$ cat src/design/spi_reg_settings.svh
`ifndef SPI_REG_SETTINGS_SVH
`define SPI_REG_SETTINGS_SVH

// Register address width
`define SPI_ADDR_BITS 3

// One byte register per address
`define SPI_REG_COUNT (1 << `SPI_ADDR_BITS)

// Flops in the SCLK and MOSI synchronizer chains, at least 2
`define SPI_SYNC_STAGES 2

`endif

$ cat src/design/spi_reg_pkg.sv
`include "spi_reg_settings.svh"

package spi_reg_pkg;

	// Frame state of the transfer controller
	typedef enum logic [1:0] {
		st_idle  = 2'b00,	// Waiting for the command byte
		st_read  = 2'b01,	// Shifting register data out on MISO
		st_write = 2'b10	// Waiting for and storing the data byte
	} frame_state_e;

	// Layout of the command byte, MSB first
	typedef struct packed {
		logic                          rw;	// 1 = read, 0 = write
		logic [6-`SPI_ADDR_BITS:0]     unused;	// Don't care
		logic [`SPI_ADDR_BITS-1:0]     addr;
	} spi_cmd_t;

	// A received byte is a command in the first slot and plain data after it
	typedef union packed {
		spi_cmd_t   cmd;
		logic [7:0] data;
	} spi_byte_u;

endpackage

$ cat src/design/spi_link_if.sv
interface spi_link_if
	import spi_reg_pkg::*;
	();

	logic      sclk_rise;	// One clk pulse per SCLK rising edge
	logic      sclk_fall;	// One clk pulse per SCLK falling edge
	logic      byte_done;	// With the falling edge that ends a byte
	spi_byte_u rx_byte;	// Last completed byte

	modport rx (
		output sclk_rise, sclk_fall, byte_done, rx_byte
	);

	modport ctrl (
		input  sclk_rise, sclk_fall, byte_done, rx_byte
	);

endinterface

$ cat src/design/reg_bus_if.sv
`include "spi_reg_settings.svh"

interface reg_bus_if;

	logic [`SPI_ADDR_BITS-1:0] addr;	// Register select
	logic [7:0]                wdata;
	logic                      wr_en;	// Single cycle write strobe
	logic [7:0]                rdata;	// Combinational from addr

	modport master (
		output addr, wdata, wr_en,
		input  rdata
	);

	modport slave (
		input  addr, wdata, wr_en,
		output rdata
	);

endinterface

$ cat src/design/spi_receiver.sv
`include "spi_reg_settings.svh"

module spi_receiver
	import spi_reg_pkg::*;
	(
	input  logic   clk,
	input  logic   cs,
	input  logic   sclk,	// Asynchronous SPI clock pin
	input  logic   mosi,	// Asynchronous SPI data pin
	spi_link_if.rx link
);

	logic [`SPI_SYNC_STAGES-1:0] sclk_sync;
	logic [`SPI_SYNC_STAGES-1:0] mosi_sync;
	logic                        sclk_s;	// Synchronized SCLK
	logic                        sclk_prev;	// Edge detect flop
	logic                        mosi_s;	// Aligned with sclk_prev
	logic [7:0]                  shift_reg;
	logic [2:0]                  bit_cnt;
	spi_byte_u                   next_byte;
	spi_byte_u                   byte_hold;

	assign sclk_s = sclk_sync[`SPI_SYNC_STAGES-1];

	// Both pins go through the same chain so MOSI keeps its place relative to SCLK.
	// SCLK idles low in mode 1, which is also the reset value.
	always_ff @(posedge clk or posedge cs) begin
		if (cs) begin
			sclk_sync <= '0;
			mosi_sync <= '0;
			sclk_prev <= 1'b0;
			mosi_s    <= 1'b0;
		end else begin
			sclk_sync <= {sclk_sync[`SPI_SYNC_STAGES-2:0], sclk};
			mosi_sync <= {mosi_sync[`SPI_SYNC_STAGES-2:0], mosi};
			sclk_prev <= sclk_s;
			mosi_s    <= mosi_sync[`SPI_SYNC_STAGES-1];
		end
	end

	assign link.sclk_rise = sclk_s & ~sclk_prev;
	assign link.sclk_fall = ~sclk_s & sclk_prev;

	// Mode 1: data is taken on the falling edge
	always_ff @(posedge clk or posedge cs) begin
		if (cs) begin
			shift_reg <= '0;
			bit_cnt   <= '0;
		end else if (link.sclk_fall) begin
			shift_reg <= {shift_reg[6:0], mosi_s};
			bit_cnt   <= bit_cnt + 3'd1;	// Wraps after eight bits
		end
	end

	// Eighth bit of the byte arrives now
	assign link.byte_done = link.sclk_fall && (bit_cnt == 3'd7);
	assign next_byte      = {shift_reg[6:0], mosi_s};

	// Completed byte stays readable until the next one finishes
	always_ff @(posedge clk) begin
		if (link.byte_done) begin
			byte_hold <= next_byte;
		end
	end

	// Bypass so the byte is valid in the byte_done cycle itself
	assign link.rx_byte = link.byte_done ? next_byte : byte_hold;

endmodule

$ cat src/design/spi_transfer_ctrl.sv
module spi_transfer_ctrl
	import spi_reg_pkg::*;
	(
	input  logic       clk,
	input  logic       cs,
	spi_link_if.ctrl   link,
	reg_bus_if.master  bus,
	output logic       miso
);

	frame_state_e state;
	logic [2:0]   bit_idx;	// Bit of rdata on MISO during a read
	logic         cmd_seen;	// Command byte complete, waiting for the decode edge
	logic         written;	// Write already issued in this frame
	logic         wr_pulse;
	logic         decode;
	logic         wr_capture;

	// Decode on the rising edge that opens the second byte
	assign decode = (state == st_idle) && cmd_seen && link.sclk_rise;

	// Second byte_done of a write frame, taken once only
	assign wr_capture = (state == st_write) && link.byte_done && !written;

	always_ff @(posedge clk or posedge cs) begin
		if (cs) begin
			state    <= st_idle;
			bit_idx  <= '0;
			cmd_seen <= 1'b0;
			written  <= 1'b0;
			wr_pulse <= 1'b0;
		end else begin
			wr_pulse <= wr_capture;	// Strobe lands one cycle after byte_done
			case (state)
				st_idle: begin
					if (link.byte_done) begin
						cmd_seen <= 1'b1;
					end
					if (decode) begin
						cmd_seen <= 1'b0;
						bit_idx  <= 3'd7;	// MSB first
						if (link.rx_byte.cmd.rw) begin
							state <= st_read;
						end else begin
							state <= st_write;
						end
					end
				end
				st_read: begin
					if (link.sclk_rise) begin
						if (bit_idx == 3'd0) begin
							state <= st_idle;	// Last bit has been on the line
						end else begin
							bit_idx <= bit_idx - 3'd1;
						end
					end
				end
				st_write: begin
					// Stays here until cs ends the frame
					if (wr_capture) begin
						written <= 1'b1;
					end
				end
				default: begin
					state <= st_idle;
				end
			endcase
		end
	end

	// Address and data words are plain payload
	always_ff @(posedge clk) begin
		if (decode) begin
			bus.addr <= link.rx_byte.cmd.addr;
		end
		if (wr_capture) begin
			bus.wdata <= link.rx_byte.data;
		end
	end

	assign bus.wr_en = wr_pulse;

	// MISO is held low outside a read
	always_comb begin
		if (state == st_read) begin
			miso = bus.rdata[bit_idx];
		end else begin
			miso = 1'b0;
		end
	end

endmodule

$ cat src/design/reg_bank.sv
`include "spi_reg_settings.svh"

module reg_bank (
	input  logic     clk,
	reg_bus_if.slave bus
);

	// Storage only, contents survive from one frame to the next
	logic [7:0] regs [`SPI_REG_COUNT];

	// Single write port
	always_ff @(posedge clk) begin
		if (bus.wr_en) begin
			regs[bus.addr] <= bus.wdata;
		end
	end

	// Asynchronous read, the controller picks the bit it needs
	assign bus.rdata = regs[bus.addr];

endmodule

$ cat src/design/spi_reg_top.sv
module spi_reg_top (
	input  logic clk,	// System clock, well above SCLK
	input  logic cs,	// Chip select, high ends the frame and resets
	input  logic sclk,
	input  logic mosi,
	output logic miso
);

	// Receiver to controller
	spi_link_if link ();

	// Controller to register bank
	reg_bus_if  bus ();

	spi_receiver u_receiver (
		.clk  (clk),
		.cs   (cs),
		.sclk (sclk),
		.mosi (mosi),
		.link (link.rx)
	);

	spi_transfer_ctrl u_ctrl (
		.clk  (clk),
		.cs   (cs),
		.link (link.ctrl),
		.bus  (bus.master),
		.miso (miso)
	);

	reg_bank u_bank (
		.clk (clk),
		.bus (bus.slave)
	);

endmodule

$ cat config.mk
export PLATFORM = sky130hd
export DESIGN_NAME = spi_reg_top
export DESIGN_NICKNAME = d
export VERILOG_FILES = /design/src/design/spi_reg_pkg.sv /design/src/design/spi_link_if.sv /design/src/design/reg_bus_if.sv /design/src/design/spi_receiver.sv /design/src/design/spi_transfer_ctrl.sv /design/src/design/reg_bank.sv /design/src/design/spi_reg_top.sv
export VERILOG_INCLUDE_DIRS = /design/src /design/src/design
export SDC_FILE = /design/constraint.sdc
export NUM_CORES = 1
export LEC_CHECK = 0
export BUFFER_PORTS_ARGS = -buffer_cell sky130_fd_sc_hd__buf_4
export CAP_MARGIN = 30
export CORE_MARGIN = 5
export CORE_UTILIZATION = 35
export CTS_CLUSTER_DIAMETER = 80
export CTS_CLUSTER_SIZE = 14
export DETAILED_ROUTE_END_ITERATION = 8
export SYNTH_ARGS = -nofsm -noshare
export SYNTH_HDL_FRONTEND = slang
export SYNTH_HIERARCHICAL = 1
export SYNTH_SLANG_ARGS = --single-unit
$ cat constraint.sdc
create_clock -name clk -period 4.8 [get_ports clk]
set_input_delay 1.2 -clock clk [delete_from_list [all_inputs] [get_ports clk]]
set_output_delay 1.2 -clock clk [all_outputs]
set_load 0.02 [all_outputs]
==> flow_summary.json <==
{
  "dieHeight_um": 121,
  "core_um2": 12000,
  "clk-insertion-delay-late_ns": 0.34,
  "synth_flop_cell": "edfxtp_1",
  "rsz0062_at_grt": "no",
  "final_nets": 245,
  "wl_per_cell_um": 17.3,
  "cpPeakStageDelay_ns": 0.75,
  "remaining_drc_errors": 0,
  "vias": 1926,
  "placed_area_um2": 4430,
  "initial_core_util_pct": 35.7,
  "cp.required_ns": 3.60,
  "fin_setup_tns_ns": 0,
  "hold_class": "register to register",
  "grt_use_total_pct": 9.97,
  "syn_area_um2": 4280,
  "dpl.hpwl_um": 4500,
  "postSynthAreaPerCell_um2": 18.7,
  "setup-violations-final": 0,
  "crit_chain": "mux4_1 > mux2_4 > mux4_2 > o2111a_1 > buf_4",
  "synth_cells": 229,
  "area_growth_pct": 10.5,
  "startpoint_type": "register",
  "fin_cells": 389,
  "cts_htree_levels": 3,
  "grt_pass1_wl_um": 10900,
  "diodes": 0,
  "numCtsBuffers": 9,
  "timing.critical_path.buf_inv": 1,
  "drtIter0Drc": 107,
  "pin_count": 5,
  "crit_path_end_kind": "primary output",
  "synth_top_area_cell": "edfxtp_1",
  "place.gp.congestion": 0.731,
  "ant_nets": 0,
  "worst_hold_slack_ns": 0.348,
  "largest_register": "u_bank/regs",
  "portBuffers": 4,
  "clk_path_buf_depth": 2,
  "wl_um": 6730,
  "status": "finished, final reports clean",
  "viasPerCell": 4.95,
  "min_period_ns": 4.11,
  "finalClockSkew_ns": 0.00958,
  "antenna_found_initial": 0,
  "p_leak_uw": 0.00174,
  "synth_warnings": 6,
  "top_regs": "u_bank/regs: 64 flops, u_ctrl/bus.wdata: 8 flops, u_receiver/byte_hold: 8 flops",
  "syn_nets": 237,
  "critical_path_class": "register to primary output",
  "async_flop_share_pct": 22.4,
  "fmax_ghz": 0.243,
  "ys_ff_latch": 107,
  "synth_top_area_share_pct": 52.6,
  "fin_crit_sh_pct": 85.7,
  "num_rows": 40,
  "cts_tree": "built",
  "grt-ovfl-total": 0,
  "firstDrtPassIters": 4,
  "tightest_slew_ns": 1.00,
  "hold_viol": 0,
  "drive_above_1_share_pct": 26.4,
  "die-area_um2": 14500,
  "cellPowerDensity_nw_per_um2": 451,
  "slew_viol_final": 0,
  "ir_worst_vdd_mv": 0.244,
  "postCtsHoldBufs": 0,
  "ctsResizeCount": 0,
  "synthTopCellsByArea": "edfxtp_1, dfrtp_1, mux2_4",
  "fillers": 1089,
  "largest_reg_flops": 64,
  "dp_cells": 373,
  "cts_root_buf": "clkbuf_16",
  "clkTransAtPathRegs_ns": 0.07,
  "synth_cell_types": 43,
  "arrival_ns": 2.91,
  "clock-sinks": 107,
  "max_cap_violations": 0,
  "seq_area_um2": 3010,
  "relSlewSlack_pct": 33.0,
  "pre_cts_ws_ns": 0.989,
  "cpLargestDelayFamily": "multiplexers",
  "floorplan.die.width_um": 121,
  "setup_ws_ns": 0.687,
  "synth_seq_area_share_pct": 70.3,
  "first_global_vias": 1926,
  "multi_input_area_um2": 1150,
  "postLayoutCellArea_um2": 4730,
  "synth_edf_count": 75,
  "crit_fanout": 11,
  "crit_slowest_cell": "edfxtp_1",
  "grt_start_max_net_pins": 23,
  "post-cts-setup-buffers": 0
}
-- per-layer routing --
metal	vias to the layer above	share of wire, %	track usage, %
li1	895	-	-
met1	976	44	13.0
met2	50	50	16.0
met3	5	5.5	3.18
met4	0	0.43	2.97
met5	-	0	0
-- power by group --
part	internal, uW	switching [uW]
clock network	416	298
logic	138	94.6
registers	1100	82.8
total	1660	476
-- worst reg2reg max path, cell delays in order, from the launching register on --
cell and delay [ns]:
edfxtp_1 0.92, nand2_1 0.26, nor2_1 0.84
-- final timing paths --
path	startpoint	to	slack, ns	depth (start not counted)
max	u_ctrl/bus.addr[0]	miso	0.69	5
min	u_receiver/sclk_sync[0]	u_receiver/sclk_sync[1]	0.35	0
max reg2reg	u_ctrl/bus.addr[2]	u_bank/regs[6][4]	2.41	2
min reg2reg	u_receiver/sclk_sync[0]	u_receiver/sclk_sync[1]	0.35	0
max in group asynchronous	cs	u_receiver/shift_reg[4]	3.49	2
min in group asynchronous	cs	u_ctrl/written	0.82	2
-- final cells by class --
type / count / share of cell area, %
timing repair buffer: 7 / 1.11
sequential: 107 / 63.7
clock inverter: 3 / 0.397
clock buffer: 13 / 6.03
multi-input combinational: 105 / 24.4
tap: 147 / 3.89
inverter: 7 / 0.555
-- stage by stage --
step	util, %	power, uW
detailed placement	36.9	1440
global placement	36.8	1430
floorplan	-	1390
finish	39.4	2130
CTS	39.4	2160
global route	39.4	2230
-- cell usage in the layout, fill, tap and decap left out, drive strengths merged --
cell / instances
a2111oi: 1
a211o: 1
a21oi: 1
a22oi: 1
a2bb2oi: 1
a311oi: 1
a31oi: 1
and2b: 1
and3: 1
and3b: 2
and4b: 1
buf: 7
clkbuf: 13
clkinv: 3
dfrtp: 24
dfxtp: 8
edfxtp: 75
ha: 4
inv: 7
mux2: 28
mux2i: 4
mux4: 13
nand2: 7
nand2b: 4
nand3: 4
nand3b: 3
nor2: 12
nor2b: 2
nor3: 5
nor3b: 1
o2111a: 1
o211a: 1
o211ai: 1
o21ba: 1
o221ai: 1
xor2: 1
-- logic make-up (layout without fill, tap and decap cells) --
| logic type | count (synthesis) | count (layout) | synth area share, % |
|---|---|---|---|
| simple gates | 43 | 43 | 6.19 |
| compound gates | 12 | 12 | 2.51 |
| xor+xnor | 1 | 1 | 0.205 |
| mux | 45 | 45 | 16.7 |
| flops | 107 | 107 | 70.3 |
| buf+inv | 17 | 30 | 2.86 |
| fa+ha+maj | 4 | 4 | 1.17 |
-- cell usage after synthesis (2+ instances only) --
cell type / count
inv_1: 7
nor2b_4: 2
buf_6: 3
mux2_2: 11
dfrtp_1: 24
and3b_1: 2
dfxtp_1: 8
mux4_2: 9
edfxtp_1: 75
nand3_1: 4
mux2i_1: 4
nor2_1: 12
nor3_1: 4
nand2b_1: 4
nand3b_1: 2
buf_12: 2
nand2_1: 7
mux2_4: 14
buf_2: 3
ha_1: 4
mux4_1: 4
mux2_1: 3
(Power assumes the default switching activity.)
